$ cat src/multicomp_pkg.sv
// ========================================
// Multicomp board glue shared definitions
// Option bits, baud table, config struct
// ========================================
package multicomp_pkg;

	// Option word layout
	localparam int OPT_W         = 16;
	localparam int OPT_RESET     = 0;
	localparam int OPT_BAUD_LO   = 9;
	localparam int OPT_PORT_SEL  = 12;
	localparam int OPT_FLOW_EN   = 14;
	localparam int OPT_MOUNT_RST = 15;

	// ========================================
	// Baud rate selection
	// ========================================
	typedef enum logic [2:0] {
		BAUD_115200 = 3'd0,
		BAUD_38400  = 3'd1,
		BAUD_19200  = 3'd2,
		BAUD_9600   = 3'd3,
		BAUD_4800   = 3'd4,
		BAUD_2400   = 3'd5
	} baud_sel_t;

	localparam int BAUD_INC_W = 16;
	typedef logic [BAUD_INC_W-1:0] baud_inc_t;

	// Increments for the core's fractional divider
	localparam baud_inc_t INC_115200 = 16'd2416;
	localparam baud_inc_t INC_38400  = 16'd805;
	localparam baud_inc_t INC_19200  = 16'd403;
	localparam baud_inc_t INC_9600   = 16'd201;
	localparam baud_inc_t INC_4800   = 16'd101;
	localparam baud_inc_t INC_2400   = 16'd50;

	// Serial port choice
	typedef enum logic {
		PORT_CONSOLE = 1'b0,
		PORT_USER    = 1'b1
	} port_sel_t;

	// Registered configuration, 19 bits
	typedef struct packed {
		port_sel_t port;
		logic      flow_en;
		logic      mount_rst;
		baud_inc_t baud_inc;
	} cfg_t;

	// Timers
	localparam int MOUNT_RESET_CYCLES = 65536;
	localparam int CTS_SETTLE_CYCLES  = 50000;
	localparam int ACT_HOLD_CYCLES    = 65536;
	localparam int MOUNT_CNT_W  = $clog2(MOUNT_RESET_CYCLES);
	localparam int SETTLE_CNT_W = $clog2(CTS_SETTLE_CYCLES);
	// One extra bit so the expired value fits
	localparam int ACT_CNT_W    = $clog2(ACT_HOLD_CYCLES) + 1;

	localparam int IMG_SIZE_W = 64;

endpackage

$ cat src/multicomp_io.sv
// ========================================
// Multicomp board I/O top level
// Config, reset, serial and SD pin glue
// ========================================
`timescale 1ns/1ns

module multicomp_io (
	input  logic                                clk_sys,
	input  logic                                RESET,
	input  logic [multicomp_pkg::OPT_W-1:0]      opt,
	input  logic                                user_button,
	input  logic                                img_mounted,
	input  logic [multicomp_pkg::IMG_SIZE_W-1:0] img_size,
	output logic                                sys_reset,
	output multicomp_pkg::baud_inc_t            baud_inc,
	// Serial, core side
	input  logic                                host_txd,
	input  logic                                host_rts,
	output logic                                host_rxd,
	output logic                                host_cts,
	// Serial pins
	input  logic                                uart_rxd,
	input  logic                                uart_cts,
	output logic                                uart_txd,
	output logic                                uart_rts,
	input  logic [6:0]                          user_in,
	output logic [6:0]                          user_out,
	// SD, core side
	input  logic                                core_sd_cs,
	input  logic                                core_sd_sck,
	input  logic                                core_sd_mosi,
	output logic                                core_sd_miso,
	// SD pins and virtual card
	input  logic                                card_miso,
	input  logic                                vsd_miso,
	output logic                                sd_cs,
	output logic                                sd_sck,
	output logic                                sd_mosi,
	output logic                                vsd_ss,
	output logic                                led_user
);
	import multicomp_pkg::*;

	cfg_t cfg;

	// Increment goes straight to the core's UART
	assign baud_inc = cfg.baud_inc;

	option_decoder option_decoder_inst (
		.clk_sys (clk_sys),
		.RESET   (RESET),
		.opt     (opt),
		.cfg     (cfg)
	);

	reset_sequencer reset_sequencer_inst (
		.clk_sys     (clk_sys),
		.RESET       (RESET),
		.opt_reset   (opt[OPT_RESET]),
		.user_button (user_button),
		.img_mounted (img_mounted),
		.cfg         (cfg),
		.sys_reset   (sys_reset)
	);

	serial_router serial_router_inst (
		.clk_sys   (clk_sys),
		.sys_reset (sys_reset),
		.cfg       (cfg),
		.host_txd  (host_txd),
		.host_rts  (host_rts),
		.host_rxd  (host_rxd),
		.host_cts  (host_cts),
		.uart_rxd  (uart_rxd),
		.uart_cts  (uart_cts),
		.uart_txd  (uart_txd),
		.uart_rts  (uart_rts),
		.user_in   (user_in),
		.user_out  (user_out)
	);

	// Select latch on hard reset, timer on system reset
	sd_activity_monitor sd_activity_monitor_inst (
		.clk_sys      (clk_sys),
		.RESET        (RESET),
		.sys_reset    (sys_reset),
		.img_mounted  (img_mounted),
		.img_size     (img_size),
		.core_sd_cs   (core_sd_cs),
		.core_sd_sck  (core_sd_sck),
		.core_sd_mosi (core_sd_mosi),
		.core_sd_miso (core_sd_miso),
		.card_miso    (card_miso),
		.vsd_miso     (vsd_miso),
		.sd_cs        (sd_cs),
		.sd_sck       (sd_sck),
		.sd_mosi      (sd_mosi),
		.vsd_ss       (vsd_ss),
		.led_user     (led_user)
	);

endmodule

$ cat src/option_decoder.sv
// ========================================
// Option decoder
// Registers option word fields and baud increment
// ========================================
`timescale 1ns/1ns

module option_decoder (
	input  logic                           clk_sys,
	input  logic                           RESET,
	input  logic [multicomp_pkg::OPT_W-1:0] opt,
	output multicomp_pkg::cfg_t            cfg
);
	import multicomp_pkg::*;

	baud_sel_t baud_sel;
	baud_inc_t baud_inc_next;

	// Pull the 3-bit baud field out of the option word
	assign baud_sel = baud_sel_t'(opt[OPT_BAUD_LO +: $bits(baud_sel_t)]);

	// Baud table lookup
	always_comb begin
		case (baud_sel)
			BAUD_115200: baud_inc_next = INC_115200;
			BAUD_38400:  baud_inc_next = INC_38400;
			BAUD_19200:  baud_inc_next = INC_19200;
			BAUD_9600:   baud_inc_next = INC_9600;
			BAUD_4800:   baud_inc_next = INC_4800;
			BAUD_2400:   baud_inc_next = INC_2400;
			// Unused codes fall back to the fastest rate
			default:     baud_inc_next = INC_115200;
		endcase
	end

	// Config register, only the hard reset clears it
	always_ff @(posedge clk_sys) begin
		if (RESET) begin
			cfg.port      <= PORT_CONSOLE;
			cfg.flow_en   <= 1'b0;
			cfg.mount_rst <= 1'b0;
			cfg.baud_inc  <= INC_115200;
		end else begin
			cfg.port      <= port_sel_t'(opt[OPT_PORT_SEL]);
			cfg.flow_en   <= opt[OPT_FLOW_EN];
			cfg.mount_rst <= opt[OPT_MOUNT_RST];
			cfg.baud_inc  <= baud_inc_next;
		end
	end

endmodule

$ cat src/reset_sequencer.sv
// ========================================
// Reset sequencer
// Combines reset sources, stretches mount reset
// ========================================
`timescale 1ns/1ns

module reset_sequencer (
	input  logic                clk_sys,
	input  logic                RESET,
	input  logic                opt_reset,
	input  logic                user_button,
	input  logic                img_mounted,
	input  multicomp_pkg::cfg_t cfg,
	output logic                sys_reset
);
	import multicomp_pkg::*;

	logic                   stretch;
	logic [MOUNT_CNT_W-1:0] stretch_cnt;
	logic                   mount_trig;

	// Mount only resets the core when the option asks for it
	assign mount_trig = img_mounted & cfg.mount_rst;

	// ========================================
	// Mount reset stretcher
	// ========================================
	always_ff @(posedge clk_sys) begin
		if (RESET) begin
			stretch     <= 1'b0;
			stretch_cnt <= '0;
		end else if (mount_trig) begin
			// New mount restarts the count
			stretch     <= 1'b1;
			stretch_cnt <= '0;
		end else if (stretch) begin
			if (stretch_cnt == MOUNT_CNT_W'(MOUNT_RESET_CYCLES - 1)) begin
				stretch <= 1'b0;
			end else begin
				stretch_cnt <= stretch_cnt + 1'b1;
			end
		end
	end

	// Hard reset, menu reset, button and stretch
	assign sys_reset = RESET | opt_reset | user_button | stretch;

endmodule

$ cat src/sd_activity_monitor.sv
// ========================================
// SD path select and activity light
// Virtual or physical card, pin gating, LED hold
// ========================================
`timescale 1ns/1ns

module sd_activity_monitor (
	input  logic                                clk_sys,
	input  logic                                RESET,
	input  logic                                sys_reset,
	input  logic                                img_mounted,
	input  logic [multicomp_pkg::IMG_SIZE_W-1:0] img_size,
	// Core SPI side
	input  logic                                core_sd_cs,
	input  logic                                core_sd_sck,
	input  logic                                core_sd_mosi,
	output logic                                core_sd_miso,
	// Card MISO sources
	input  logic                                card_miso,
	input  logic                                vsd_miso,
	// Physical pins and virtual card select
	output logic                                sd_cs,
	output logic                                sd_sck,
	output logic                                sd_mosi,
	output logic                                vsd_ss,
	output logic                                led_user
);
	import multicomp_pkg::*;

	logic                 vsd_sel;
	logic                 mosi_q;
	logic                 miso_q;
	logic                 toggle;
	logic                 active;
	logic [ACT_CNT_W-1:0] hold_cnt;

	// ========================================
	// Card selection latch
	// ========================================
	// Non-empty image picks the virtual card, hard reset only
	always_ff @(posedge clk_sys) begin
		if (RESET) begin
			vsd_sel <= 1'b0;
		end else if (img_mounted) begin
			vsd_sel <= |img_size;
		end
	end

	// Physical card deselected and quiet when virtual
	assign sd_cs        = core_sd_cs | vsd_sel;
	assign sd_sck       = core_sd_sck & ~vsd_sel;
	assign sd_mosi      = core_sd_mosi & ~vsd_sel;
	assign vsd_ss       = core_sd_cs | ~vsd_sel;
	assign core_sd_miso = vsd_sel ? vsd_miso : card_miso;

	// ========================================
	// Activity detection
	// ========================================
	// Previous line samples
	always_ff @(posedge clk_sys) begin
		mosi_q <= core_sd_mosi;
		miso_q <= core_sd_miso;
	end

	assign toggle = (mosi_q ^ core_sd_mosi) | (miso_q ^ core_sd_miso);
	assign active = (hold_cnt != ACT_CNT_W'(ACT_HOLD_CYCLES));

	// Hold timer, parked at the expired value
	always_ff @(posedge clk_sys) begin
		if (sys_reset) begin
			hold_cnt <= ACT_CNT_W'(ACT_HOLD_CYCLES);
		end else if (toggle) begin
			hold_cnt <= '0;
		end else if (active) begin
			hold_cnt <= hold_cnt + 1'b1;
		end
	end

	// Light only for virtual card traffic
	assign led_user = vsd_sel & active;

endmodule

$ cat src/serial_router.sv
// ========================================
// Serial router
// Console or user port, RTS/CTS flow control
// ========================================
`timescale 1ns/1ns

module serial_router (
	input  logic                clk_sys,
	input  logic                sys_reset,
	input  multicomp_pkg::cfg_t cfg,
	// Core side
	input  logic                host_txd,
	input  logic                host_rts,
	output logic                host_rxd,
	output logic                host_cts,
	// Console UART pins
	input  logic                uart_rxd,
	input  logic                uart_cts,
	output logic                uart_txd,
	output logic                uart_rts,
	// User I/O port pins
	input  logic [6:0]          user_in,
	output logic [6:0]          user_out
);
	import multicomp_pkg::*;

	logic                    use_user;
	logic                    user_flow;
	logic                    sel_cts;
	logic                    settled;
	logic [SETTLE_CNT_W-1:0] settle_cnt;

	assign use_user  = (cfg.port == PORT_USER);
	assign user_flow = use_user & cfg.flow_en;

	// ========================================
	// CTS settling delay after reset
	// ========================================
	always_ff @(posedge clk_sys) begin
		if (sys_reset) begin
			settled    <= 1'b0;
			settle_cnt <= '0;
		end else if (!settled) begin
			if (settle_cnt == SETTLE_CNT_W'(CTS_SETTLE_CYCLES - 1)) begin
				settled <= 1'b1;
			end else begin
				settle_cnt <= settle_cnt + 1'b1;
			end
		end
	end

	// ========================================
	// Pin routing
	// ========================================
	// RX back to the core from the chosen port
	assign host_rxd = use_user ? user_in[0] : uart_rxd;

	// CTS source, user port uses pin 3
	assign sel_cts  = use_user ? user_in[3] : uart_cts;
	// Held off until settled and flow control on
	assign host_cts = (cfg.flow_en & settled) ? sel_cts : 1'b0;

	// Console port idles high when not in use
	assign uart_txd = use_user ? 1'b1 : host_txd;
	assign uart_rts = (use_user | ~cfg.flow_en) ? 1'b1 : host_rts;

	// User port bits
	always_comb begin
		user_out    = '0;
		// RX input enable
		user_out[0] = use_user;
		// TX, idle high
		user_out[1] = use_user ? host_txd : 1'b1;
		// RTS, idle high
		user_out[2] = user_flow ? host_rts : 1'b1;
		// CTS input enable
		user_out[3] = user_flow;
	end

endmodule
$ cat config.mk
export PLATFORM = sky130hd
export DESIGN_NAME = multicomp_io
export DESIGN_NICKNAME = d
export VERILOG_FILES = /design/src/multicomp_pkg.sv /design/src/multicomp_io.sv /design/src/option_decoder.sv /design/src/reset_sequencer.sv /design/src/sd_activity_monitor.sv /design/src/serial_router.sv
export SDC_FILE = /design/constraint.sdc
export NUM_CORES = 1
export LEC_CHECK = 0
export BUFFER_PORTS_ARGS = -buffer_cell sky130_fd_sc_hd__buf_2
export CAP_MARGIN = 20
export CORE_MARGIN = 1.5
export CORE_UTILIZATION = 54
export CTS_BUF_LIST = sky130_fd_sc_hd__clkbuf_8
export DETAILED_ROUTE_END_ITERATION = 10
export GPL_ROUTABILITY_DRIVEN = 1
export GPL_TIMING_DRIVEN = 0
export PLACE_DENSITY_LB_ADDON = 0.1
export SLEW_MARGIN = 0
export SYNTH_ARGS = -nofsm -noshare
export SYNTH_HDL_FRONTEND = slang
export SYNTH_SLANG_ARGS = --single-unit
$ cat constraint.sdc
create_clock -name clk_sys -period 5 [get_ports clk_sys]
set_input_delay 0.25 -clock clk_sys [delete_from_list [all_inputs] [get_ports clk_sys]]
set_output_delay 0.25 -clock clk_sys [all_outputs]
set_load 0.01 [all_outputs]
# [After elaboration in Yosys (flattened, before gate mapping)]
# Index checks and enable logic that the tools add are counted.
[word_totals] ff_bits=73
[op_classes] n_addsub=3 n_eq_ne=8 mux=16 bitwise_logic=20 reduce_logical=6
[op_table] cell="OR reduction 64 bit" count=1
[op_table] cell="case mux 12 bit (5 select lines)" count=1
[op_table] cell="two-way mux 17 bit" count=2
[op_table] cell="adder 16 x 1 -> 16 bit, second input constant" count=2
[op_table] cell="== test 16 bit, second input constant" count=2
[op_table] cell="adder 17 x 1 -> 17 bit, second input constant" count=1
[op_table] cell="inequality test 17 bit, second input constant" count=1
[op_table] cell="two-way mux 1 bit" count=13
[op_table] cell="bitwise OR 1 bit" count=7
[op_table] cell="AND 1 bit" count=6
[op_table] cell="== test 3 x 2 -> 1 bit, second input constant" count=2
[op_table] cell="== test 3 bit, second input constant" count=2
[op_table] cell="NOT 1 bit" count=5
[op_table] cell="AND reduction 2 bit" count=2
[op_table] cell="OR reduction 2 bit" count=2
[op_table] cell="== test 3 x 1 -> 1 bit, second input constant" count=1
[op_table] cell="nonzero test 2 bit" count=1
[op_table] cell="XOR 1 bit" count=2

# [Depth between registers and ports, before layout]
[depth] word_depth=4 mapped_depth=7

# [By module]
# From an unflattened synthesis, not the netlist that was laid out.
[unflattened] cells_unflattened=397 area_unflattened_um2=3565.9
[by_module_without_submodules] module="sd_activity_monitor" n_inst=1 cells_each=132 area_per_inst_um2=1123.6 seq_area_each_um2=400.4
[by_module_without_submodules] module="serial_router" n_inst=1 cells_each=107 area_per_inst_um2=954.7 seq_area_each_um2=340.3
[by_module_without_submodules] module="reset_sequencer" n_inst=1 cells_each=100 area_per_inst_um2=892.1 seq_area_each_um2=340.3
[by_module_without_submodules] module="option_decoder" n_inst=1 cells_each=58 area_per_inst_um2=595.6 seq_area_each_um2=280.3

# [Worst setup path before layout]
# No wires, ideal clock.
[synth_timing] path_type="register -> register" from="reg serial_router_inst.settle_cnt[4]" to="reg serial_router_inst.settle_cnt[12]" setup_ns=0.132 arrival_ns=1.765 required_time_ns=4.868 setup_slack_ns=3.103 stages_incl_launch_ff=7 period_less_slack_ns=1.897 cell_sequence="dfxtp_1 -> or4b_4 -> or4b_1 -> buf_6 -> nand4_2 -> xor2_1 -> nor2_1"
[synth_via] elab_chain_cells=3
[synth_lines] item="start: declaration" line_no="serial_router.sv:31" rtl="logic [SETTLE_CNT_W-1:0] settle_cnt;"
[synth_lines] item="start signal: assignment" line_no="serial_router.sv:47" rtl="settle_cnt <= settle_cnt + 1'b1;"
[synth_lines] item="branches (longest 3 deep; another with adder 16 x 1 -> 16 bit)"
# Parallel ways; which one is timed is not known.
# A chain may end at the register's enable or synchronous reset.

# [Worst setup path in the final report]
[layout_timing] from="reg reset_sequencer_inst.stretch" to="out sys_reset"
[layout_via] elab_chain_cells=1
[layout_lines] item="start: declaration" line_no="reset_sequencer.sv:18" rtl="logic stretch;"
[layout_lines] item="start signal: assignment" line_no="reset_sequencer.sv:30" rtl="stretch <= 1'b0;"
[layout_lines] item="start signal: assignment" line_no="reset_sequencer.sv:34" rtl="stretch <= 1'b1;"
[layout_lines] item="start signal: assignment" line_no="reset_sequencer.sv:38" rtl="stretch <= 1'b0;"
[layout_lines] item="bitwise OR 1 bit" line_no="reset_sequencer.sv:46" rtl="assign sys_reset = RESET | opt_reset | user_button | stretch;"
[layout_lines] item="end: declaration" line_no="multicomp_io.sv:14" rtl="output logic sys_reset,"
# No other way between the ends.

==> impl_results.md <==
* Switching Fraction at between 20% and 30%
* Tcrit/Tclk final at approximately 45%
* H-tree level count at 3
* Per-cell routed wire length at around 13 um
* Max VDD drop at about 290 uV
* Layout overhead on the synthesized area at 25.2%
* CTS Hold Bufs at 0
* Root Buffer: clkbuf_8
* Setup WS post-layout at about 2800 ps
* Die Wd at 82.4 um
* Comb power frac at roughly a tenth
* Sink Count at 68
* Reg power frac at 50.2%
* Crit Path Max Fanout at 10
* Initial core utilization at 56.9%
* TNS Setup at 0 ps
* IO Count at about 130
* Post-route ant nets at 0
* First-pass DRT Iterations at 4
* Placeable Area at around 0.0060 sq mm
* Post-CTS setup buffer count at 0
* Die height at 82.4 um
* Max-slew violations at 0
* Final wirelength at about 8000 um
* CTS clk-pin slew, worst paths at 70 ps
* Clock latency on the worst-skew pair at between 300 and 400 ps
* First-pass GRT wire length at ~13000 um
* Std cell rows at 28
* Setup-failing EPs final at 0
* Final std cell area, no fill at 0.00426 sq mm
* Clock Skews at around 6.0 ps
* CTS Buffer Depth at 2
* Critical R2R Launch: reset_sequencer_inst.stretch_cnt[0]
* TritonCTS buffer count at 9
* Run status: complete, no violations
* Finished Core Util at between 70 and 80%
* RSZ-0062 raised after global routing: false
* Post-CTS sizing at 0
* Max Cap Violations at 0
* PortBufs at 107
* LEAKAGE at roughly 1.8 nW
* Total global routing overflow at 0
* Initial DRC count at 137
* Met3 wire length at approximately 590 um
* CP arrival at 1990 ps
* Achievable clock frequency at roughly 450 MHz
* Int Pwr at between 800 and 900 uW
* Dpl ws at roughly 2900 ps
* Post-layout min period at between 2000 and 2500 ps
* Worst Reg-to-Reg Cells at 7
* Power Density at approximately 260 mW/mm^2
* Psw at about 260 uW
* WL met2 at about 3600 um
* Synth Instances at 387
* FFs w/ async S/R, synth at 0%
* Final #Nets at roughly 620
* HPWL Detailed at 6040 um
* Crit Path Class: reg -> out
* Origin of the worst setup path: reset_sequencer_inst.stretch
* Primary FF master, synth: dfxtp_1
* Post-synth EDFFs at 0
* # DRC at 0
* CTS tree: yes
* Worst hold-check path type: in -> reg
* Seq/Total Area, Yosys at between 30% and 40%
* Ranking of synthesized cells by area: dfxtp_1 40%, xor2_1 6.2%, nor2_1 5.5%, buf_4 4.6%, xnor2_1 3.9%
* Yosys reg bits at 68
* Crit. End Element: primary output
* Die footprint at 0.00679 sq mm
* Critical Path Start Type: register
* Slew @ Worst Pin at between 600 and 700 ps
* Required @ worst endpoint at between 4000 and 5000 ps
* Number of inserted diodes at 0
* Gp weighted congestion at approximately 0.86
* Initial antenna violation count at 1
* Uppermost routed layer: met5
* Area after DPL at 0.00406 sq mm
* HP Start: core_sd_mosi
* Vias in the first global route at between 2000 and 3000
* Final hold violations at 0
* Via/cell ratio at between 5 and 6
* Synthesized area at 0.00341 sq mm
* Routed vias at between 3000 and 4000
* Syn Area/Cell at 8.80 sq um
* Share of the synthesized area in the top cell type at 40.0%
* Worst hold path depth at 1
* Largest net degree at the start of global routing at 13
* Synth unique cells at 52
* Slew headroom at between 50% and 60%
* Clock network fraction of total power at approximately two fifths
* Most area-hungry cell type in the Yosys netlist: dfxtp_1
* Share of layout cells above drive strength 1 at 30.9%
* WL met1 at roughly 3600 um
* Synth warn at 0
* Total GRT Usage at around 25%
-- cell type report --
class	instances	area, sq um
well taps	75	93.8
clock inverters	6	63.8
flip-flops and latches	68	1360
clock buffers	10	138
fillers	505	1730
multi-input cells	287	1840
repair buffers	107	536
plain buffers	32	209
inverters	7	26.3
-- cells in the mapped netlist, drive strengths merged, types with 5 or more instances --
cell type  number
a21oi          10
and2            5
and3           12
and4            7
buf            24
clkbuf          8
dfxtp          68
inv             7
mux2i           5
nand2          22
nand2b          9
nand3          21
nand4          16
nor2           50
nor2b           7
nor3            9
nor4           20
o21ai           5
xnor2          15
xor2           24
-- worst max-delay path, cell delays in order, from the launching register on --
cell	delay, ps
dfxtp_1	410
nor4_4	630
inv_2	130
clkbuf_1	270
buf_2	210
-- routing by layer --
metal	track usage (%)	vias to the layer above
met3	11.1	8
li1	-	1589
met5	0	-
met1	30.3	1421
met2	39.6	66
met4	6.27	2
-- logic make-up after synthesis --
kind of cell	count (synthesis)	synth area share, %
xor gates and xnor gates	39	10.0
buffers and inverters	39	6.91
and+or+nand+nor	200	33.9
adders and majority gates	4	1.47
AOI/OAI and AO/OA	28	5.18
other	1	0.110
muxes	8	2.46
DFF	68	40.0
-- power by group through the flow --
stage               Sequential [mW]  Clock [mW]  Combinational, mW
finish                        0.558       0.451              0.103
detailed placement            0.570           0              0.103
global placement              0.570           0              0.101
CTS                           0.558       0.463              0.103
global route                  0.558       0.484              0.115
floorplan                     0.568           0             0.0529
-- cell usage in the layout (no fill, tap or decap), drive strengths merged, types with 4 or more instances in the layout --
cell	count
inv	7
nand4	16
nand2	22
and4	7
nor2b	7
nand3b	4
nor3	9
o21a	4
and3	12
nor4	20
nor2	50
conb	8
xnor2	15
dfxtp	68
o21ai	5
ha	4
xor2	24
mux2i	5
a21oi	10
and2	5
nand3	21
clkbuf	18
buf	131
nand2b	9
-- path summary, 6_finish.rpt --
check	to	slack [ps]
setup / recovery	sys_reset	2760
hold / removal	sd_activity_monitor_inst.mosi_q	60
setup reg to reg	reset_sequencer_inst.stretch_cnt[0]	2920
hold reg to reg	serial_router_inst.settle_cnt[15]	490
-- through the flow --
step,hold slack (ps),power (mW),std cells
3_5_place_dp,403,0.673,576
6_report,63.4,1.11,592
2_1_floorplan,278,0.621,394
4_1_cts,44.6,1.12,592
3_3_place_gp,399,0.671,576
5_1_grt,53.4,1.16,592
-- registers in the layout (all words and copies together) (netlist names) --
signal and count:
reset_sequencer_inst.stretch 1, option_decoder_inst.cfg 14, sd_activity_monitor_inst.miso_q 1, reset_sequencer_inst.stretch_cnt 16
serial_router_inst.settle_cnt 16, sd_activity_monitor_inst.hold_cnt 17, sd_activity_monitor_inst.mosi_q 1, sd_activity_monitor_inst.vsd_sel 1
serial_router_inst.settled 1
Note: power is estimated with default switching activity, not from simulation.
